--- config.mk ---
export PLATFORM = sky130hd
export DESIGN_NAME = fetch_stage
export DESIGN_NICKNAME = d
export VERILOG_FILES = /design/src/fetch_stage.sv
export VERILOG_INCLUDE_DIRS = /design/src /design/src/src
export SDC_FILE = /design/constraint.sdc
export NUM_CORES = 2
export LEC_CHECK = 0
export BUFFER_PORTS_ARGS = -buffer_cell sky130_fd_sc_hd__buf_4
export CAP_MARGIN = 40
export CORE_MARGIN = 4
export CORE_UTILIZATION = 50
export CTS_BUF_LIST = sky130_fd_sc_hd__clkbuf_2
export DETAILED_ROUTE_END_ITERATION = 6
export MAX_ROUTING_LAYER = met4
export PLACE_DENSITY = 0.67
export SLEW_MARGIN = 20
export SYNTH_ARGS = -nofsm -noshare
export SYNTH_HDL_FRONTEND = slang
export SYNTH_SLANG_ARGS = --single-unit
--- constraint.sdc ---
create_clock -name clk -period 4.29 [get_ports clk]
set_clock_uncertainty 0.2 [all_clocks]
set_input_delay 0.429 -clock clk [delete_from_list [all_inputs] [get_ports clk]]
set_output_delay 0.429 -clock clk [all_outputs]
set_load 0.01 [all_outputs]
--- src/rv_macros.svh ---
`ifndef RV_MACROS_SVH
`define RV_MACROS_SVH

// ~~~~~~~~~~~~~~~~~~~~~~~~~~~~~~~~~~~~~~~~~~~~~~~~~~~~~~~~~~~~
// core sizes
// ~~~~~~~~~~~~~~~~~~~~~~~~~~~~~~~~~~~~~~~~~~~~~~~~~~~~~~~~~~~~

`define RV_XLEN 32 // data and address width.
`define RV_REG_AW 5 // 32 architectural registers.

`define RV_IMEM_DEPTH 64 // instruction words.
`define RV_DMEM_DEPTH 64 // data words.

`define RV_RESET_PC 32'h0000_0000

`endif

--- src/fetch_stage.sv ---
`timescale 1ns/1ps
`include "rv_macros.svh"

module fetch_stage (
    input  logic                                clk,
    input  logic                                rst_n,
    input  logic                                run,
    input  logic                                flush,
    input  logic [`RV_XLEN-1:0]                 target,
    input  logic                                prog_we,
    input  logic [$clog2(`RV_IMEM_DEPTH)-1:0]   prog_addr,
    input  logic [`RV_XLEN-1:0]                 prog_data,
    output logic                                fd_valid,
    output logic [`RV_XLEN-1:0]                 fd_pc,
    output logic [`RV_XLEN-1:0]                 fd_instr
);
    localparam int IMEM_AW = $clog2(`RV_IMEM_DEPTH);

    logic [`RV_XLEN-1:0] pc;
    logic [`RV_XLEN-1:0] imem [`RV_IMEM_DEPTH];

    always_ff @(posedge clk) begin
        if (prog_we) imem[prog_addr] <= prog_data; // loaded while idle.
    end

    always_ff @(posedge clk) begin
        if (!rst_n) begin
            pc       <= `RV_RESET_PC;
            fd_valid <= 1'b0;
        end else if (run) begin
            pc       <= flush ? target : pc + 32'd4;
            fd_valid <= !flush; // squash the wrong-path fetch.
        end
    end

    always_ff @(posedge clk) begin
        if (run) begin
            fd_pc    <= pc;
            fd_instr <= imem[pc[IMEM_AW+1:2]]; // word index wraps.
        end
    end

endmodule

# Yosys cells after proc, flatten, opt, wreduce, memory -nomap -nowiden
# Memory sizes are Yosys's and may differ from the RTL's. A register that Yosys moved wholly into a read port is not among the register bits.
# Index checks and enable logic that the tools add are counted.
# classes
reduce_logical,1
multipliers,0
bitwise,0
n_mux,3
n_lt_le_gt_ge,0
div_mod_pow,0
shifts,0
n_addsub,1
eq_ne,0
# op_table
cell,count
$add A32 B3 Y32 const B,1
$mux W32,1
$mux W1,2
$logic_not A1 Y1,1
# word_totals
mem_bits_ro,0
reg_bits,65
output_inout_bits,65
wordCells,9
ramBits,2048
input_bits,75
memories,1
latchBits,0
# memory_table
name,words,width,read_ports,rd_clocked_by_memory_dff,write_ports,line_no,rtl
imem,64,32,1,1,1,fetch_stage.sv:20,logic [`RV_XLEN-1:0] imem [`RV_IMEM_DEPTH];

# Depth between registers and ports, before layout
# logic_depth
word_depth,2
mapped_depth,10
ltp_nobuf,6

# Least setup slack after synthesis
# Ideal clock, no wire load.
# synth_timing
path_kind,input to register
startpoint,input prog_addr[3]
endpoint,memory imem[48][0] (netlist bit) (enable)
required_time_ps,3629
path_buffers,1
stages,4
setup_slack_ps,496
setup_time_ps,461
arrival_time_ps,3133
cell_sequence,clkbuf_1 nor2b_1 nand4b_1 nor3_1
# synth_rtl
item,line_no,rtl
"start, declared",fetch_stage.sv:11,"input logic [$clog2(`RV_IMEM_DEPTH)-1:0] prog_addr,"
"end, declared",fetch_stage.sv:20,
# No word-level cell before the write port.

# Final worst setup path
# layout_timing
startpoint,register pc[3]
endpoint,register pc[10]
# layout_between
elab_chain_len,2
# layout_lines
item,line_no,rtl
"start, declared",fetch_stage.sv:19,logic [`RV_XLEN-1:0] pc;
"start signal, assigned",fetch_stage.sv:28,pc <= `RV_RESET_PC;
"start signal, assigned",fetch_stage.sv:31,pc <= flush ? target : pc + 32'd4;
$add A32 B3 Y32,fetch_stage.sv:31,
$mux W32,fetch_stage.sv:31,
# No other way between the ends.
# A chain may end at the register's enable or synchronous reset.

==> impl_metrics.ini <==
[drt]
drt_first_pass_iters = 7
drc = 0
finalWirelength_um = 207000
via_per_inst = 6.07
wl_per_cell_um = 29.6
vias = 42499
ant_nets = 0
drt_iter0_drc = 5086

[worst_hold_path]
worst_hold_path_type = in2reg
hold_path_depth = 4
min_to = imem[25][27]
min-delay-start = prog_addr[0]

[sta]
maxSlewViolCount = 0
fin_crit_sh_pct = 96.5
relSlewSlack_pct = 17.2
fin_crit_ns = 4.14
final-hold-violation-count = 0
worst_pin_slew_ns = 1.24
setup_tns_ns = 0
setup_viol = 0
holdWs_ns = 0.231
max_clock_freq_mhz = 242
rsz0062_at_grt = no

[global_routing]
met3_usage_pct = 5.50
grt_start_max_net_pins = 65
overflow = 0
grtUsageTotal_pct = 25.2
antenna_found_initial = 9
grt_pass1_vias = 43937
use_met1_pct = 34.5
grt_pass1_wl_um = 301000
busiest_layer = met2
use_met2_pct = 38.4

[job]
max-cap-violations = 0

[worst_setup_path]
slowest_delay_ns = 0.69
critPathArrivalTime_ns = 5.63
reg2reg_slack_ns = 0.15
ff2ff_path_depth = 9
timing.rr.start = pc[3]
crit_type = reg2reg
slowest_stage = dfxtp_4
path_buf_inv = 3
cp-end-kind = register
required_ns = 5.78
worst_r2r_endpoint = pc[10]
path_common_cell = dlygate4sd3_1
crit_path_start_kind = register
path_delay_family = buffers and inverters
worstPathMaxFanout = 16
cp_cell_sequence = ha_1, nand3_2, or3_1, o31ai_1, dlygate4sd3_1, a22oi_1, dlygate4sd3_1, nor2_1, dlygate4sd3_1

[floorplan]
fp.dieH_um = 414
start_util_pct = 50.5
io_pins = 140
die_width_um = 414
num_rows = 148
dieArea_um2 = 171000
core_area_um2 = 163000

[cts]
clock_sinks = 2145
clk_pin_slew_ns = 0.11
clockBufferDepth = 4
insertion_delay_ns = 1.77
cts_made_buffers = 536
clock-root-buffer = clkbuf_2
cts_tree = done
h-tree-depth = 6

[synth]
yosys_warnings = 0
ys_ff_latch = 2145
ys_top_cells_by_count = edfxtp_1 (2112), mux4_2 (580), mux2i_1 (125), nor2_1 (106), clkbuf_1 (60)
syn_inst = 3526
async_reset_ff_share_pct = 0
yosysSeqAreaShare_pct = 77.8
ys_types = 58
synth_ff_type = edfxtp_1
synth_area_leaders = edfxtp_1 (77%), mux4_2 (16%), mux2i_1 (1.5%)
yosysMostFrequentCell = edfxtp_1
synth_enable_flop_cells = 2112
synth_area_um2 = 82300
postSynthNetCount = 3602
synth_top_cell_by_area = edfxtp_1
synth.avg_cell_area_um2 = 23.3
synth.top_cell.area_share_pct = 77.0

[status]
outcome = complete, no violations

[placed_design]
place_hpwl_um = 110000
portBuffers = 139
place_inst = 5817
dpl_cell_area_um2 = 87400
routabilityCongestion = 0.792

[power]
p_seq_share_pct = 60.1
p_clk_share_pct = 32.3
p_per_area_nw_per_um2 = 407
vdd_drop_max_mv = 0.292
p_int_w = 0.0294
p_leak_nw = 30.4
power_w = 0.0388
power_switching_w = 0.00940
swShare_pct = 24.2
p_comb_share_pct = 7.6

[layout]
design_area_um2 = 95400
instances_no_fill = 6999
areaGrowthSynthToFinish_pct = 15.9
fillers = 11641
num-nets-final = 4566
multi_input_area_um2 = 17500
final_layout_size_suffix_gt1_share_pct = 37.4
seqCellArea_um2 = 64100
## layout make-up
| class | count | share of cell area (%) |
|---|---|---|
| timing repair buffer | 623 | 7.06 |
| clock inverter | 114 | 0.575 |
| multi-input combinational | 1171 | 18.3 |
| sequential | 2145 | 67.2 |
| antenna | 13 | 0.0341 |
| clock buffer | 745 | 3.91 |
| inverter | 13 | 0.0512 |
| tap | 2175 | 2.85 |
## what timing repair did
action	in CTS	in global routing
hold endpoints to repair	4193	142
gates resized for setup	0	1
hold buffers	297	4
buffers inserted	0	5
setup endpoints to repair	0	6
## through the flow
stage,utilization (%),worst slack (ns)
floorplan,-,0.496
global placement,53.5,0.594
detailed placement,53.6,0.687
CTS,58.4,0.125
global route,58.5,0.0110
finish,58.5,0.150
## logic make-up after synthesis
| group | count (synthesis) | synth area share, % |
|---|---|---|
| AO/OA/AOI/OAI | 203 | 1.63 |
| buffers and inverters | 210 | 1.51 |
| multiplexers | 713 | 17.5 |
| AND/OR/NAND/NOR | 254 | 1.51 |
| flip-flops | 2145 | 77.8 |
| adder cells (fa/ha/maj) | 1 | 0.0152 |
## routing by layer
| layer | vias to the layer above | wire [um] |
|---|---|---|
| li1 | 17376 | - |
| met1 | 22415 | 81700 |
| met2 | 2321 | 101000 |
| met3 | 387 | 18100 |
| met4 | 0 | 6160 |
| met5 | - | 0 |
## sequential cells by signal, indices dropped and copies added (netlist names)
signal	cells
imem	2048
fd_instr	32
fd_pc	32
pc	32
fd_valid	1
## how the worst max path moves through the flow
stage,start,to,slack [ns],cells after the start
6_report,pc[3],pc[10],0.15,9
2_1_floorplan,prog_addr[3],imem[48][0],0.50,4
5_1_grt,pc[3],pc[10],0.01,9
3_3_place_gp,pc[3],fd_instr[8],0.59,5
3_5_place_dp,pc[3],fd_instr[20],0.69,5
4_1_cts,pc[2],pc[10],0.12,9
## worst reg2reg max path, cell delays in order (launching register included)
cell and delay [ns]:
dfxtp_4 0.69, ha_1 0.36, nand3_2 0.20, or3_1 0.47, o31ai_1 0.27, dlygate4sd3_1 0.60
a22oi_1 0.08, dlygate4sd3_1 0.58, nor2_1 0.08, dlygate4sd3_1 0.55
## placed cells by master, fill, tap and decap left out, types with 35 or more instances in the layout
master	count
a21oi_1	42
buf_12	59
buf_4	258
clkbuf_2	745
clkinv_1	82
dlygate4sd3_1	268
edfxtp_1	2112
mux2i_1	125
mux4_2	580
nand2_1	35
nor2_1	44
nor2_4	62
o22ai_1	44
## power by group through the flow
| stage | logic (W) | registers, W | clock network, W |
|---|---|---|---|
| after global placement | 0.00255 | 0.0238 | 0 |
| after CTS | 0.00291 | 0.0233 | 0.0128 |
| after detailed placement | 0.00260 | 0.0238 | 0 |
| after floorplan | 0.00153 | 0.0238 | 0 |
| after global routing | 0.00314 | 0.0233 | 0.0141 |
| final | 0.00296 | 0.0233 | 0.0126 |
Note: power is estimated with default switching activity, not from simulation.
