### src/rv_macros.svh
`ifndef RV_MACROS_SVH
`define RV_MACROS_SVH

// ~~~~~~~~~~~~~~~~~~~~~~~~~~~~~~~~~~~~~~~~~~~~~~~~~~~~~~~~~~~~
// core sizes
// ~~~~~~~~~~~~~~~~~~~~~~~~~~~~~~~~~~~~~~~~~~~~~~~~~~~~~~~~~~~~

`define RV_XLEN 32 // data and address width.
`define RV_REG_AW 5 // 32 architectural registers.

`define RV_IMEM_DEPTH 64 // instruction words.
`define RV_DMEM_DEPTH 64 // data words.

`define RV_RESET_PC 32'h0000_0000

`endif

### src/rv_pkg.sv
package rv_pkg;

    // ~~~~~~~~~~~~~~~~~~~~~~~~~~~~~~~~~~~~~~~~~~~~~~~~~~~~~~~~~~~~
    // instruction encodings
    // ~~~~~~~~~~~~~~~~~~~~~~~~~~~~~~~~~~~~~~~~~~~~~~~~~~~~~~~~~~~~

    typedef enum logic [6:0] {
        OPC_OP     = 7'b0110011, // add sub and or xor slt.
        OPC_OP_IMM = 7'b0010011, // addi and friends.
        OPC_LOAD   = 7'b0000011,
        OPC_STORE  = 7'b0100011,
        OPC_BRANCH = 7'b1100011,
        OPC_JAL    = 7'b1101111,
        OPC_SYSTEM = 7'b1110011 // ecall halts.
    } opcode_e;

    typedef enum logic [2:0] {
        ALU_ADD,
        ALU_SUB,
        ALU_AND,
        ALU_OR,
        ALU_XOR,
        ALU_SLT,
        ALU_PASS_B // link address for jal.
    } alu_op_e;

    // ~~~~~~~~~~~~~~~~~~~~~~~~~~~~~~~~~~~~~~~~~~~~~~~~~~~~~~~~~~~~
    // pipeline control
    // ~~~~~~~~~~~~~~~~~~~~~~~~~~~~~~~~~~~~~~~~~~~~~~~~~~~~~~~~~~~~

    typedef enum logic {
        FWD_REG, // value read in decode.
        FWD_MW // result of memory/writeback.
    } fwd_sel_e;

    typedef enum logic [1:0] {
        IDLE,
        RUN,
        HALT
    } run_state_e;

endpackage

### src/rv_pipe_if.sv
`timescale 1ns/1ps
`include "rv_macros.svh"

interface dx_if;
    import rv_pkg::*;

    logic valid;
    logic [`RV_XLEN-1:0] pc;
    logic [`RV_REG_AW-1:0] rs1, rs2, rd;
    logic [`RV_XLEN-1:0] rs1_val, rs2_val, imm;
    alu_op_e alu_op;
    logic alu_src_imm, reg_write, mem_read, mem_write;
    logic branch, branch_ne, jump, halt;

    modport dec (output valid, pc, rs1, rs2, rs1_val, rs2_val, rd, imm, alu_op,
                 alu_src_imm, reg_write, mem_read, mem_write, branch, branch_ne, jump, halt);
    modport exe (input valid, pc, rs1_val, rs2_val, rd, imm, alu_op,
                 alu_src_imm, reg_write, mem_read, mem_write, branch, branch_ne, jump, halt);
    modport haz (input rs1, rs2);
endinterface

interface xm_if;
    logic valid;
    logic [`RV_XLEN-1:0] result; // alu result or link address.
    logic [`RV_XLEN-1:0] store_data;
    logic [`RV_REG_AW-1:0] rd;
    logic reg_write, mem_read, mem_write, halt;

    modport exe (output valid, result, store_data, rd, reg_write, mem_read, mem_write, halt);
    modport mw (input valid, result, store_data, rd, reg_write, mem_read, mem_write, halt);
    modport haz (input valid, rd, reg_write);
endinterface

### src/hazard_unit.sv
`timescale 1ns/1ps
`include "rv_macros.svh"

module hazard_unit (
    dx_if.haz                dx,
    xm_if.haz                xm,
    input  logic             redirect,
    output rv_pkg::fwd_sel_e fwd_a,
    output rv_pkg::fwd_sel_e fwd_b,
    output logic             flush
);
    import rv_pkg::*;

    logic mw_writes;

    assign mw_writes = xm.valid && xm.reg_write;

    // only one producer stage ahead of execute, older values come from the register file.
    always_comb begin
        fwd_a = FWD_REG;
        fwd_b = FWD_REG;
        if (mw_writes && dx.rs1 != '0 && dx.rs1 == xm.rd) fwd_a = FWD_MW;
        if (mw_writes && dx.rs2 != '0 && dx.rs2 == xm.rd) fwd_b = FWD_MW;
    end

    assign flush = redirect; // kills fetch/decode and decode/execute.

endmodule

### src/flat_wrapper.sv
// flat-port wrapper written by rule: the top's interface ports become plain ports
module hazard_unit_flat import rv_pkg::*;
  (redirect, fwd_a, fwd_b, flush, dx_rs1, dx_rs2, xm_valid, xm_rd, xm_reg_write);
  dx_if dx_i ();
  xm_if xm_i ();
  input  logic redirect;
  output rv_pkg::fwd_sel_e fwd_a;
  output rv_pkg::fwd_sel_e fwd_b;
  output logic flush;
  input wire logic [$bits(dx_i.rs1)-1:0] dx_rs1;
  input wire logic [$bits(dx_i.rs2)-1:0] dx_rs2;
  input wire logic [$bits(xm_i.valid)-1:0] xm_valid;
  input wire logic [$bits(xm_i.rd)-1:0] xm_rd;
  input wire logic [$bits(xm_i.reg_write)-1:0] xm_reg_write;
  assign dx_i.rs1 = dx_rs1;
  assign dx_i.rs2 = dx_rs2;
  assign xm_i.valid = xm_valid;
  assign xm_i.rd = xm_rd;
  assign xm_i.reg_write = xm_reg_write;
  hazard_unit u_core (.dx(dx_i), .xm(xm_i), .redirect(redirect), .fwd_a(fwd_a), .fwd_b(fwd_b), .flush(flush));
endmodule
### config.mk
export PLATFORM = sky130hd
export DESIGN_NAME = hazard_unit_flat
export DESIGN_NICKNAME = d
export VERILOG_FILES = /design/src/rv_pkg.sv /design/src/rv_pipe_if.sv /design/src/hazard_unit.sv /design/src/flat_wrapper.sv
export VERILOG_INCLUDE_DIRS = /design/src /design/src/src
export SDC_FILE = /design/constraint.sdc
export NUM_CORES = 1
export LEC_CHECK = 0
export CELL_PAD_IN_SITES_DETAIL_PLACEMENT = 1
export CELL_PAD_IN_SITES_GLOBAL_PLACEMENT = 2
export CORE_AREA = 4 4 41 43
export DETAILED_ROUTE_END_ITERATION = 8
export DIE_AREA = 0 0 45 47
export DONT_BUFFER_PORTS = 1
export PLACE_DENSITY_LB_ADDON = 0.1
export SYNTH_ARGS = -nofsm -noshare
export SYNTH_HDL_FRONTEND = slang
export SYNTH_SLANG_ARGS = --single-unit
### constraint.sdc
create_clock -name vclk -period 1.11
set_clock_uncertainty 0.15 [all_clocks]
set_input_delay 0.1665 -clock vclk [all_inputs]
set_output_delay 0.1665 -clock vclk [all_outputs]
set_load 0.01 [all_outputs]
# After elaboration in Yosys (flattened, before gate mapping)
# Index checks and enable logic that the tools add are counted.
[word_totals]
ff_bits = 0
[op_classes]
eq_ne = 2
mux = 2
reduce_logical = 7
[op_table]
columns = ["cell", "n"]
rows = [
  ["$eq 5x5->1", 2],
  ["$reduce_bool 5->1", 2],
  ["$logic_and 1x1->1", 5],
  ["$mux 1", 2],
]

# Longest topological paths before layout
[logic_depth]
depth_word = 4
ltp_mapped = 3

# Worst setup path before layout
# OpenSTA, ideal clock, no wires.
[synth_timing]
path_type = "in2out"
from = "in dx_rs1[3]"
to = "out fwd_a"
arrival_time_ns = 0.883
required_ns = 0.794
slack_ns = -0.090
path_stages = 3
cell_sequence = "or4_1 -> a21oi_1 -> nor4_1"
[synth_between]
elab_chain_len = 4
[synth_rtl]
columns = ["element", "line", "rtl"]
rows = [
  ["start: declaration", "flat_wrapper.sv:10", "input wire logic [$bits(dx_i.rs1)-1:0] dx_rs1;"],
  ["$reduce_bool 5->1", "hazard_unit.sv:22", "if (mw_writes && dx.rs1 != '0 && dx.rs1 == xm.rd) fwd_a = FWD_MW;"],
  ["$logic_and 1x1->1", "hazard_unit.sv:22", ""],
  ["$logic_and 1x1->1 *", "hazard_unit.sv:22", ""],
  ["$mux 1 *", "hazard_unit.sv:22", ""],
  ["end: declaration", "flat_wrapper.sv:7", "output rv_pkg::fwd_sel_e fwd_a;"],
]
# Every way passes the cells marked *; elsewhere a longest branch is shown, timed or not.

# Final worst setup path
# Ends and elaborated chain as after synthesis.

==> results.yml <==
outcome:
  status: "finished with violations"
  violations: "negative setup slack"
logic_synthesis:
  yosysUniqueCellTypes: 10
  ys_seq_area_share_pct: 0
  synth_top_area_share_pct: 35.3
  yosys_warnings: 0
  synth_top_area_cell: "xnor2_1"
  synth_area_leaders: "xnor2_1, xor2_1, or4_1"
  netlist_instances: 22
  syn_avg_cell_area_um2: 6.77
  netlist_area_um2: 149
  synth_nets: 40
timing:
  finalCritPeriodShare_pct: 110
  max-slew-margin-rel_pct: 76.0
  finalWorstSetupSlack_ps: -112
  finalHoldWorstSlack_ps: 183
  rsz0062_at_grt: "true"
  worst_pin_slew_ps: 357
  fin_tns_setup_ps: -221
  setup_viol: 2
  drv_slew: 0
  fmaxAchievable_mhz: 818
  hold_violations: 0
  post-route-min-period_ps: 1220
grt:
  grt_max_degree: 5
  antenna_found_initial: 0
  grt_pass1_vias: 219
  grt_pass1_wl_um: 972
  grt_usage_pct: 5.74
  globalRouteOverflowTotal: 0
critical_path:
  crit_type: "in2out"
  cp_max_fo: 2
  crit_slowest_cell: "or4_4"
  max_stage_delay_ps: 520
  critPathRequiredTime_ps: 790
  cp-start-kind: "input pin"
  path_cells: "or4_4, a21oi_2, nor4_2"
  arrival_ps: 910
  end_kind: "output pin"
die:
  die_area_mm2: 0.00212
  fp-row-count: 13
  coreArea_mm2: 0.00130
  die_w_um: 45
  die_y_um: 47
  start_util_pct: 11.4
  io_pins: 21
layout:
  drive_gt1_share_pct: 28.6
  regArea_um2: 0
  n_antenna_cell: 0
  nNetsFinal: 41
  areaGrowthSynthToFinish_pct: 26.1
  design.seq.count: 0
  layout_commonest_cell: "xnor2_1"
  clockBufferCount: 0
job:
  max_cap_violations: 0
routing:
  vias_per_cell: 4.31
  wl_per_cell_um: 15.6
  ant_nets: 0
  first_pass_iters: 2
  vias: 155
  finalWirelength_um: 562
  drt_iter0_drc: 1
  drc: 0
placed_design:
  gp_congestion: 0.548
  portBuffers: 0
  dp_slack_ps: -141
power:
  p_seq_share_pct: 0
  leakagePower_nw: 0.0437
  power.density_mw_per_mm2: 271
  ir_drop_mv: 0.0409
  p_sw_mw: 0.0210
  clock_power_share_pct: 0
  pwr-share-comb_pct: 100.0
  internal_power_mw: 0.0298
  sw_frac_of_total_pct: 41.3
min_path:
  hold_path_class: "in2out"
  min_to: "flush"
  holdPathStages: 0
  hold_start: "redirect"
clocking:
  post-cts-setup-buffers: 0
==> worst max path at each step <==
stage            end  slack, ps       from  depth (start not counted)
2_1_floorplan  fwd_a        -90  dx_rs1[3]                          3
3_3_place_gp   fwd_a       -150  dx_rs1[3]                          3
3_5_place_dp   fwd_b       -140  dx_rs2[1]                          3
4_1_cts        fwd_a       -130  dx_rs1[3]                          3
5_1_grt        fwd_a       -140  dx_rs1[3]                          3
6_report       fwd_a       -110  dx_rs1[3]                          3
==> layout make-up <==
cell class                      count  area, um^2
Tap cell                           15        18.8
Multi-Input combinational cell     21         169
Fill cell                         163        1110
==> kinds of logic after synthesis <==
group | synth area share (%)
AND/OR/NAND/NOR | 41.2
AO/OA/AOI/OAI | 6.72
buffers and inverters | 5.04
XOR/XNOR | 47.1
==> critical path: cells and delay by family <==
family          cells  cell delay [ps]
simple gates        2              600
compound gates      1              150
==> stage by stage <==
stage / utilization [%] / power [mW] / instances / instance area, um^2
floorplan: - / 0.0407 / 22 / 149
global placement: 12.3 / 0.0418 / 36 / 160
detailed placement: 12.3 / 0.0424 / 36 / 160
CTS: 14.4 / 0.0517 / 36 / 188
global route: 14.4 / 0.0580 / 36 / 188
finish: 14.4 / 0.0508 / 36 / 188
==> power groups by stage <==
| stage | clock, mW | combinational, mW | sequential, mW |
|---|---|---|---|
| 2_1_floorplan | 0 | 0.0407 | 0 |
| 3_3_place_gp | 0 | 0.0418 | 0 |
| 3_5_place_dp | 0 | 0.0424 | 0 |
| 4_1_cts | 0 | 0.0517 | 0 |
| 5_1_grt | 0 | 0.0580 | 0 |
| 6_report | 0 | 0.0508 | 0 |
==> synthesized netlist by cell type <==
cell	instances
a21oi_1	2
and2_1	2
xnor2_1	6
nor2_1	2
xor2_1	2
nand3_1	2
nor4_1	2
nand2_1	1
buf_4	1
or4_1	2
==> per-layer routing <==
metal	vias to the layer above	GRT usage (%)	wire length, um
li1	75	-	-
met1	68	6.07	158
met2	12	10.2	287
met3	0	3.83	116
met4	0	0	0
met5	-	0	0
==> timing repair <==
item / in CTS / in global routing
resized for setup: 6 / 0
pin swaps: 2 / 2
hold buffers: 0 / 0
endpoints found under the setup margin: 2 / 2
Note: power is estimated with default switching activity, not from simulation.
