**src/rv_macros.svh**
```systemverilog
`ifndef RV_MACROS_SVH
`define RV_MACROS_SVH

// ~~~~~~~~~~~~~~~~~~~~~~~~~~~~~~~~~~~~~~~~~~~~~~~~~~~~~~~~~~~~
// core sizes
// ~~~~~~~~~~~~~~~~~~~~~~~~~~~~~~~~~~~~~~~~~~~~~~~~~~~~~~~~~~~~

`define RV_XLEN 32 // data and address width.
`define RV_REG_AW 5 // 32 architectural registers.

`define RV_IMEM_DEPTH 64 // instruction words.
`define RV_DMEM_DEPTH 64 // data words.

`define RV_RESET_PC 32'h0000_0000

`endif

```
**src/rv_pkg.sv**
```systemverilog
package rv_pkg;

    // ~~~~~~~~~~~~~~~~~~~~~~~~~~~~~~~~~~~~~~~~~~~~~~~~~~~~~~~~~~~~
    // instruction encodings
    // ~~~~~~~~~~~~~~~~~~~~~~~~~~~~~~~~~~~~~~~~~~~~~~~~~~~~~~~~~~~~

    typedef enum logic [6:0] {
        OPC_OP     = 7'b0110011, // add sub and or xor slt.
        OPC_OP_IMM = 7'b0010011, // addi and friends.
        OPC_LOAD   = 7'b0000011,
        OPC_STORE  = 7'b0100011,
        OPC_BRANCH = 7'b1100011,
        OPC_JAL    = 7'b1101111,
        OPC_SYSTEM = 7'b1110011 // ecall halts.
    } opcode_e;

    typedef enum logic [2:0] {
        ALU_ADD,
        ALU_SUB,
        ALU_AND,
        ALU_OR,
        ALU_XOR,
        ALU_SLT,
        ALU_PASS_B // link address for jal.
    } alu_op_e;

    // ~~~~~~~~~~~~~~~~~~~~~~~~~~~~~~~~~~~~~~~~~~~~~~~~~~~~~~~~~~~~
    // pipeline control
    // ~~~~~~~~~~~~~~~~~~~~~~~~~~~~~~~~~~~~~~~~~~~~~~~~~~~~~~~~~~~~

    typedef enum logic {
        FWD_REG, // value read in decode.
        FWD_MW // result of memory/writeback.
    } fwd_sel_e;

    typedef enum logic [1:0] {
        IDLE,
        RUN,
        HALT
    } run_state_e;

endpackage

```
**src/rv_pipe_if.sv**
```systemverilog
`timescale 1ns/1ps
`include "rv_macros.svh"

interface dx_if;
    import rv_pkg::*;

    logic valid;
    logic [`RV_XLEN-1:0] pc;
    logic [`RV_REG_AW-1:0] rs1, rs2, rd;
    logic [`RV_XLEN-1:0] rs1_val, rs2_val, imm;
    alu_op_e alu_op;
    logic alu_src_imm, reg_write, mem_read, mem_write;
    logic branch, branch_ne, jump, halt;

    modport dec (output valid, pc, rs1, rs2, rs1_val, rs2_val, rd, imm, alu_op,
                 alu_src_imm, reg_write, mem_read, mem_write, branch, branch_ne, jump, halt);
    modport exe (input valid, pc, rs1_val, rs2_val, rd, imm, alu_op,
                 alu_src_imm, reg_write, mem_read, mem_write, branch, branch_ne, jump, halt);
    modport haz (input rs1, rs2);
endinterface


```
**src/decode_stage.sv**
```systemverilog
`timescale 1ns/1ps
`include "rv_macros.svh"

module decode_stage (
    input  logic                  clk,
    input  logic                  rst_n,
    input  logic                  run,
    input  logic                  flush,
    input  logic                  fd_valid,
    input  logic [`RV_XLEN-1:0]   fd_pc,
    input  logic [`RV_XLEN-1:0]   fd_instr,
    input  logic                  wb_we,
    input  logic [`RV_REG_AW-1:0] wb_rd,
    input  logic [`RV_XLEN-1:0]   wb_data,
    dx_if.dec                     dx,
    output logic [`RV_XLEN-1:0]   a0
);
    import rv_pkg::*;

    opcode_e opc;
    logic [2:0] funct3;
    logic [`RV_REG_AW-1:0] rs1, rs2;
    logic [`RV_XLEN-1:0] imm_i, imm_s, imm_b, imm_j, imm;
    logic [`RV_XLEN-1:0] rs1_val, rs2_val;
    logic [`RV_XLEN-1:0] regs [2**`RV_REG_AW];
    alu_op_e alu_op;
    logic alu_src_imm, reg_write, mem_read, mem_write, branch, jump, halt;

    function automatic alu_op_e alu_from_funct(input logic [2:0] f3, input logic sub);
        case (f3)
            3'b000:  return sub ? ALU_SUB : ALU_ADD;
            3'b010:  return ALU_SLT;
            3'b100:  return ALU_XOR;
            3'b110:  return ALU_OR;
            3'b111:  return ALU_AND;
            default: return ALU_ADD;
        endcase
    endfunction

    // ~~~~~~~~~~~~~~~~~~~~~~~~~~~~~~~~~~~~~~~~~~~~~~~~~~~~~~~~~~~~
    // field extraction and control
    // ~~~~~~~~~~~~~~~~~~~~~~~~~~~~~~~~~~~~~~~~~~~~~~~~~~~~~~~~~~~~

    assign opc    = opcode_e'(fd_instr[6:0]);
    assign funct3 = fd_instr[14:12];
    assign rs1    = fd_instr[19:15];
    assign rs2    = fd_instr[24:20];

    assign imm_i = {{20{fd_instr[31]}}, fd_instr[31:20]};
    assign imm_s = {{20{fd_instr[31]}}, fd_instr[31:25], fd_instr[11:7]};
    assign imm_b = {{19{fd_instr[31]}}, fd_instr[31], fd_instr[7],
                    fd_instr[30:25], fd_instr[11:8], 1'b0};
    assign imm_j = {{11{fd_instr[31]}}, fd_instr[31], fd_instr[19:12],
                    fd_instr[20], fd_instr[30:21], 1'b0};

    always_comb begin
        alu_op      = ALU_ADD;
        imm         = imm_i;
        alu_src_imm = 1'b0;
        reg_write   = 1'b0;
        mem_read    = 1'b0;
        mem_write   = 1'b0;
        branch      = 1'b0;
        jump        = 1'b0;
        halt        = 1'b0;
        case (opc)
            OPC_OP: begin
                reg_write = 1'b1;
                alu_op    = alu_from_funct(funct3, fd_instr[30]);
            end
            OPC_OP_IMM: begin
                reg_write   = 1'b1;
                alu_src_imm = 1'b1;
                alu_op      = alu_from_funct(funct3, 1'b0); // no subi.
            end
            OPC_LOAD: begin
                reg_write   = 1'b1;
                alu_src_imm = 1'b1;
                mem_read    = 1'b1;
            end
            OPC_STORE: begin
                alu_src_imm = 1'b1;
                mem_write   = 1'b1;
                imm         = imm_s;
            end
            OPC_BRANCH: begin
                branch = 1'b1;
                imm    = imm_b;
            end
            OPC_JAL: begin
                jump      = 1'b1;
                reg_write = 1'b1;
                alu_op    = ALU_PASS_B;
                imm       = imm_j;
            end
            OPC_SYSTEM: halt = 1'b1;
            default: ; // unknown opcodes retire as nops.
        endcase
    end

    // ~~~~~~~~~~~~~~~~~~~~~~~~~~~~~~~~~~~~~~~~~~~~~~~~~~~~~~~~~~~~
    // register file
    // ~~~~~~~~~~~~~~~~~~~~~~~~~~~~~~~~~~~~~~~~~~~~~~~~~~~~~~~~~~~~

    always_ff @(posedge clk) begin
        if (!rst_n) begin
            for (int i = 0; i < 2**`RV_REG_AW; i++) begin
                regs[i] <= '0;
            end
        end else if (run && wb_we) begin
            regs[wb_rd] <= wb_data; // wb_we is never set for x0.
        end
    end

    // same-cycle writeback is passed straight through.
    assign rs1_val = (rs1 == '0) ? '0 : (wb_we && wb_rd == rs1) ? wb_data : regs[rs1];
    assign rs2_val = (rs2 == '0) ? '0 : (wb_we && wb_rd == rs2) ? wb_data : regs[rs2];

    assign a0 = regs[10];

    always_ff @(posedge clk) begin
        if (!rst_n) begin
            dx.valid <= 1'b0;
        end else if (run) begin
            dx.valid <= fd_valid && !flush;
        end
    end

    always_ff @(posedge clk) begin
        if (run) begin
            dx.pc          <= fd_pc;
            dx.rs1         <= rs1;
            dx.rs2         <= rs2;
            dx.rs1_val     <= rs1_val;
            dx.rs2_val     <= rs2_val;
            dx.rd          <= fd_instr[11:7];
            dx.imm         <= imm;
            dx.alu_op      <= alu_op;
            dx.alu_src_imm <= alu_src_imm;
            dx.reg_write   <= reg_write;
            dx.mem_read    <= mem_read;
            dx.mem_write   <= mem_write;
            dx.branch      <= branch;
            dx.branch_ne   <= funct3[0]; // bne has funct3 001.
            dx.jump        <= jump;
            dx.halt        <= halt;
        end
    end

endmodule

```
**src/flat_wrapper.sv**
```systemverilog
// flat-port wrapper written by rule: the top's interface ports become plain ports
module decode_stage_flat import rv_pkg::*;
  (clk, rst_n, run, flush, fd_valid, fd_pc, fd_instr, wb_we, wb_rd, wb_data, a0, dx_valid, dx_pc, dx_rs1, dx_rs2, dx_rs1_val, dx_rs2_val, dx_rd, dx_imm, dx_alu_op, dx_alu_src_imm, dx_reg_write, dx_mem_read, dx_mem_write, dx_branch, dx_branch_ne, dx_jump, dx_halt);
  dx_if dx_i ();
  input  logic clk;
  input  logic rst_n;
  input  logic run;
  input  logic flush;
  input  logic fd_valid;
  input  logic [`RV_XLEN-1:0] fd_pc;
  input  logic [`RV_XLEN-1:0] fd_instr;
  input  logic wb_we;
  input  logic [`RV_REG_AW-1:0] wb_rd;
  input  logic [`RV_XLEN-1:0] wb_data;
  output logic [`RV_XLEN-1:0] a0;
  output wire logic [$bits(dx_i.valid)-1:0] dx_valid;
  output wire logic [$bits(dx_i.pc)-1:0] dx_pc;
  output wire logic [$bits(dx_i.rs1)-1:0] dx_rs1;
  output wire logic [$bits(dx_i.rs2)-1:0] dx_rs2;
  output wire logic [$bits(dx_i.rs1_val)-1:0] dx_rs1_val;
  output wire logic [$bits(dx_i.rs2_val)-1:0] dx_rs2_val;
  output wire logic [$bits(dx_i.rd)-1:0] dx_rd;
  output wire logic [$bits(dx_i.imm)-1:0] dx_imm;
  output wire logic [$bits(dx_i.alu_op)-1:0] dx_alu_op;
  output wire logic [$bits(dx_i.alu_src_imm)-1:0] dx_alu_src_imm;
  output wire logic [$bits(dx_i.reg_write)-1:0] dx_reg_write;
  output wire logic [$bits(dx_i.mem_read)-1:0] dx_mem_read;
  output wire logic [$bits(dx_i.mem_write)-1:0] dx_mem_write;
  output wire logic [$bits(dx_i.branch)-1:0] dx_branch;
  output wire logic [$bits(dx_i.branch_ne)-1:0] dx_branch_ne;
  output wire logic [$bits(dx_i.jump)-1:0] dx_jump;
  output wire logic [$bits(dx_i.halt)-1:0] dx_halt;
  assign dx_valid = dx_i.valid;
  assign dx_pc = dx_i.pc;
  assign dx_rs1 = dx_i.rs1;
  assign dx_rs2 = dx_i.rs2;
  assign dx_rs1_val = dx_i.rs1_val;
  assign dx_rs2_val = dx_i.rs2_val;
  assign dx_rd = dx_i.rd;
  assign dx_imm = dx_i.imm;
  assign dx_alu_op = dx_i.alu_op;
  assign dx_alu_src_imm = dx_i.alu_src_imm;
  assign dx_reg_write = dx_i.reg_write;
  assign dx_mem_read = dx_i.mem_read;
  assign dx_mem_write = dx_i.mem_write;
  assign dx_branch = dx_i.branch;
  assign dx_branch_ne = dx_i.branch_ne;
  assign dx_jump = dx_i.jump;
  assign dx_halt = dx_i.halt;
  decode_stage u_core (.clk(clk), .rst_n(rst_n), .run(run), .flush(flush), .fd_valid(fd_valid), .fd_pc(fd_pc), .fd_instr(fd_instr), .wb_we(wb_we), .wb_rd(wb_rd), .wb_data(wb_data), .dx(dx_i), .a0(a0));
endmodule
```
**config.mk**
```make
export PLATFORM = sky130hd
export DESIGN_NAME = decode_stage_flat
export DESIGN_NICKNAME = d
export VERILOG_FILES = /design/src/rv_pkg.sv /design/src/rv_pipe_if.sv /design/src/decode_stage.sv /design/src/flat_wrapper.sv
export VERILOG_INCLUDE_DIRS = /design/src /design/src/src
export SDC_FILE = /design/constraint.sdc
export NUM_CORES = 2
export LEC_CHECK = 0
export BUFFER_PORTS_ARGS = -buffer_cell sky130_fd_sc_hd__clkbuf_2
export CAP_MARGIN = 20
export CORE_ASPECT_RATIO = 1.2
export CORE_MARGIN = 2
export CORE_UTILIZATION = 55
export DETAILED_ROUTE_END_ITERATION = 8
export PLACE_DENSITY = 0.76
export SKIP_LAST_GASP = 1
export SLEW_MARGIN = 15
export SYNTH_ARGS = -nofsm -noshare
export SYNTH_HDL_FRONTEND = slang
export SYNTH_SLANG_ARGS = --single-unit
```
**constraint.sdc**
```tcl
create_clock -name clk -period 3.9 [get_ports clk]
set_input_delay 0.195 -clock clk [delete_from_list [all_inputs] [get_ports clk]]
set_output_delay 0.195 -clock clk [all_outputs]
set_load 0.02 [all_outputs]
```
[After elaboration in Yosys (flattened, before gate mapping)]
Memory sizes are Yosys's and may differ from the RTL's.
Cells that the tools add are included.
Widths: inputs -> output; s select.
Storage, ports and cells
  register bits: 144
  RAM bits: 1024
  memories kept: 1
Cells by class
  equal/unequal tests: 13
  muxes and demuxes: 21
  reductions and logical operators: 11
Memories
  u_core.regs: depth 32, width 32, read ports 3, clocked after memory_dff 0, write ports 32, RTL line decode_stage.sv:25  | logic [`RV_XLEN-1:0] regs [2**`RV_REG_AW];
Operators with widths (number)
  $mux 32: 3
  $pmux 20 s3: 1
  $reduce_or 32->1: 1
  $eq 7x7->1 const B: 3
  $pmux 3 s5: 1
  $eq 7x6->1 const B: 2
  $mux 1: 13
  $pmux 3 s4: 1
  $eq 5x5->1: 2
  $logic_not 5->1: 2
  $eq 3x3->1 const B: 3
  $pmux 3 s3: 1
  $eq 7x2->1 const B: 1
  $eq 7x5->1 const B: 1
  $mux 5: 1
  $logic_and 1x1->1: 4
  $reduce_or 4->1: 1
  $eq 3x2->1 const B: 1
  $logic_not 3->1: 1
  $reduce_or 3->1: 1
  $logic_not 1->1: 1

[Logic depth before layout (Yosys ltp)]
  depth after elaboration: 6
  gate-level depth with buffers: 9

[Least setup slack after synthesis]
No wires, ideal clock.
  path type: input to register
  from: in wb_rd[3]
  to: mem u_core.regs[4][0] (netlist name), enable pin
  library setup time: 466 ps
  arrival time: 3273 ps
  slack: 162 ps
  cell stages on the path: 4
  path buffers: 2
  path through: buf_2 -> or3b_2 -> clkbuf_1 -> o21ai_0
RTL lines
  start: declaration: RTL line flat_wrapper.sv:13  | input logic [`RV_REG_AW-1:0] wb_rd;
  end: declaration: RTL line decode_stage.sv:25

[Worst setup path in the final report]
  from: in fd_instr[18]
  to: reg u_core.dx.rs1_val[31], data pin
Between the ends
  cells in the longest elaborated chain, start to end: 3
  elaborated cells between the ends (all ways): 5
  classes of those cells: eq/ne (1); mux (1); reduce/logical (2); memory (1)
Ends and longest elaborated chain
  start: declaration: RTL line flat_wrapper.sv:11  | input logic [`RV_XLEN-1:0] fd_instr;
  branches (longest 3 deep; another with $mem_v2 32x32)
  end: declaration: RTL line rv_pipe_if.sv:15  | modport dec (output valid, pc, rs1, rs2, rs1_val, rs2_val, rd, imm, alu_op,
Parallel ways; which one is timed is not known.
A chain may end at the register's enable or synchronous reset.

==> impl_metrics.toml <==
[floorplan]
start_util_pct = 55.4
die_h_um = 365
ios = 294
dieArea_sq_um = 111000
coreArea_sq_um = 108000
core.rowCount = 132
die_x_um = 305

[detailed_routing]
vias = 38500
wl_met1_mm = 62.5
met3_length_mm = 24.0
drt_iter0_markers = 5967
antenna_left = 0
drt-total-wl_mm = 193
drc = 0
dr.pass1.iters = 5
top_layer = "met5"
routedWlPerCell_um = 34.8
dr_wl_met2_mm = 92.5
post_drt_via_cell_ratio = 6.96

[pwr]
clock_power_share_pct = 37.0
p_int_mw = 22.1
swShare_pct = 24.5
ir_drop_mv = 0.390
p_comb_share_pct = 12.1
p_leak_nw = 23.3
p_total_mw = 29.3
p_sw_mw = 7.19
p_per_area_nw_per_um2 = 434
power_frac_seq_pct = 50.9

[clock_network]
ctsRootBufferMaster = "clkbuf_16"
cts.clk_slew.worst_paths_ns = 0.06
cts_tree = "done"
cts_resized = 0
clock_sinks = 1168
h-tree-depth = 3
cts_buffers = 111
clock_path_buffers = 3
clk_latency_ns = 0.73

[global_route]
grt_pass1_vias = 39000
grt_max_degree = 100
antenna_found_initial = 2
grt_overflow = 0
track_usage_pct = 34.7
grt_pass1_wl_mm = 272

[status]
status = "finished clean"

[layout]
multiInputGateArea_sq_um = 23300
fill_cells = 7587
antenna_cells = 0
num-nets-final = 4146
ff_latch_area_sq_um = 35100
final_cell_mix = "edfxtp_1, and2_1, mux4_2"
area_delta_synth_final_pct = 13.1
drive_above_1_share_pct = 30.8
final_common_cell = "edfxtp_1"

[synthesis]
synth_nets = 3915
synth_top_area_share_pct = 58.7
syn_area_sq_um = 59700
synth.ff_latch_count = 1168
synth_edf_count = 1167
synthFlopType = "edfxtp_1"
ys_seq_area_share_pct = 58.7
yosys_warnings = 0
avgSynthCellArea_sq_um = 15.7
postSynth.asyncResetShare_pct = 0
synth.top_cells.by_area = "edfxtp_1, mux4_2, and2_1"
yosysTopAreaCell = "edfxtp_1"
postSynthCellCount = 3808
synth_cell_type_count = 46

[sta]
min_period_over_period_pct = 72.3
setup_tns_ns = 0
hold_viol_final = 0
finClkSkew_ns = 0.0398
slew_headroom_pct = 20.0
slew_viol_final = 0
worst_slew_pin_slew_ns = 1.20
rsz0062_at_grt = "false"
holdWs_ns = 0.114
finalSetupViolations = 0
fmax_ghz = 0.355
worst_slack_ns = 1.08
period_minus_slack_ns = 2.82

[critical_path]
crit_path_end_kind = "register"
worstPathMaxFanout = 29
critical_path_class = "in2reg"
cp-start-kind = "input pin"
cp.arrival_ns = 3.29
cp.required_ns = 4.37

[run]
max_cap_viol_count = 0

[hold_path]
hold_path.class = "in2reg"

[placement]
gp_congestion = 0.886
dp_slack_ns = 1.09
port_buffers = 293
dp_hpwl_mm = 112
## logic make-up (layout without fill, tap and decap cells)
| logic type | Yosys count | count (layout) | synth area share (%) |
|---|---|---|---|
| compound gates | 369 | 369 | 4.37 |
| xor+xnor | 11 | 11 | 0.161 |
| buf+inv | 422 | 746 | 3.13 |
| flops | 1168 | 1168 | 58.7 |
| mux | 642 | 642 | 21.6 |
| simple gates | 1196 | 1196 | 12.0 |
## routing by layer
layer	global-route usage, %	up-vias
met5	0.603	-
met4	22.6	2
met3	8.82	742
met2	56.5	3098
met1	41.3	19500
li1	-	15200
## layout make-up
class                      instances  share of cell area (%)
sequential                      1168                    51.9
tap                             1407                    2.61
inverter                           4                  0.0222
multi-input combinational       2218                    34.5
clock inverter                    61                   0.836
timing repair buffer             536                    5.66
clock buffer                     145                    4.46
## worst max-delay path, stage by stage
cell and delay [ns]:
dlygate4sd3_1 0.53, buf_4 0.43, xor2_1 0.24, nor4_2 0.11
a21boi_4 0.70, buf_4 0.49, o21ai_0 0.30, o2111a_1 0.23
## cells in the mapped netlist, types with 5 or more instances
| cell type | n |
|---|---|
| a21o_1 | 8 |
| and2_1 | 1027 |
| buf_1 | 18 |
| buf_2 | 63 |
| buf_4 | 35 |
| buf_6 | 10 |
| clkbuf_1 | 292 |
| edfxtp_1 | 1167 |
| mux2_2 | 63 |
| mux2i_1 | 68 |
| mux4_2 | 511 |
| nand2_1 | 91 |
| nand2b_1 | 5 |
| nor2_1 | 42 |
| o2111a_1 | 63 |
| o211ai_1 | 63 |
| o21ai_0 | 96 |
| o22ai_1 | 127 |
| xor2_1 | 8 |
## power groups by stage
| stage | Clock (mW) | Sequential, mW | Combinational (mW) |
|---|---|---|---|
| 4_1_cts | 10.9 | 14.9 | 3.48 |
| 3_3_place_gp | 0 | 15.1 | 3.38 |
| 2_1_floorplan | 0 | 15.3 | 2.02 |
| 3_5_place_dp | 0 | 15.2 | 3.41 |
| 6_report | 10.9 | 14.9 | 3.53 |
| 5_1_grt | 11.3 | 15.0 | 3.65 |
## per-stage QoR
step,instance area (sq um),utilization (%),instances
3_5_place_dp,63300,58.7,5266
2_1_floorplan,59700,-,3808
3_3_place_gp,63300,58.7,5266
5_1_grt,67500,62.6,5539
4_1_cts,67500,62.6,5539
6_report,67500,62.6,5539
## final timing paths
check        slack [ns]                                   to                              start  depth (start not counted)
max                1.08  u_core.dx.rs1_val[31]$_SDFFCE_PN0P_                       fd_instr[18]                          8
min                0.11           u_core.dx.rs1[0]$_DFFE_PP_                       fd_instr[15]                          2
max reg2reg        1.77  u_core.dx.rs2_val[30]$_SDFFCE_PN0P_  u_core.regs[29][30]$_SDFFCE_PN0P_                          5
min reg2reg        1.07  u_core.dx.rs1_val[26]$_SDFFCE_PN0P_   u_core.regs[3][26]$_SDFFCE_PN0P_                          4
## state kept, by name, summed over array words and instances (netlist names), 3 cells and up
name / count
u_core.dx.rs1_val: 32
u_core.regs: 1024
u_core.dx.pc: 32
u_core.dx.rd: 5
u_core.dx.imm: 21
u_core.dx.rs2_val: 32
u_core.dx.rs1: 5
u_core.dx.alu_op: 3
u_core.dx.rs2: 5
## timing repair
action | 4_1_cts | 5_1_grt
buffers inserted | 0 | 0
hold endpoints to repair | 72 | 0
hold buffers | 67 | 0
(Power assumes the default switching activity.)
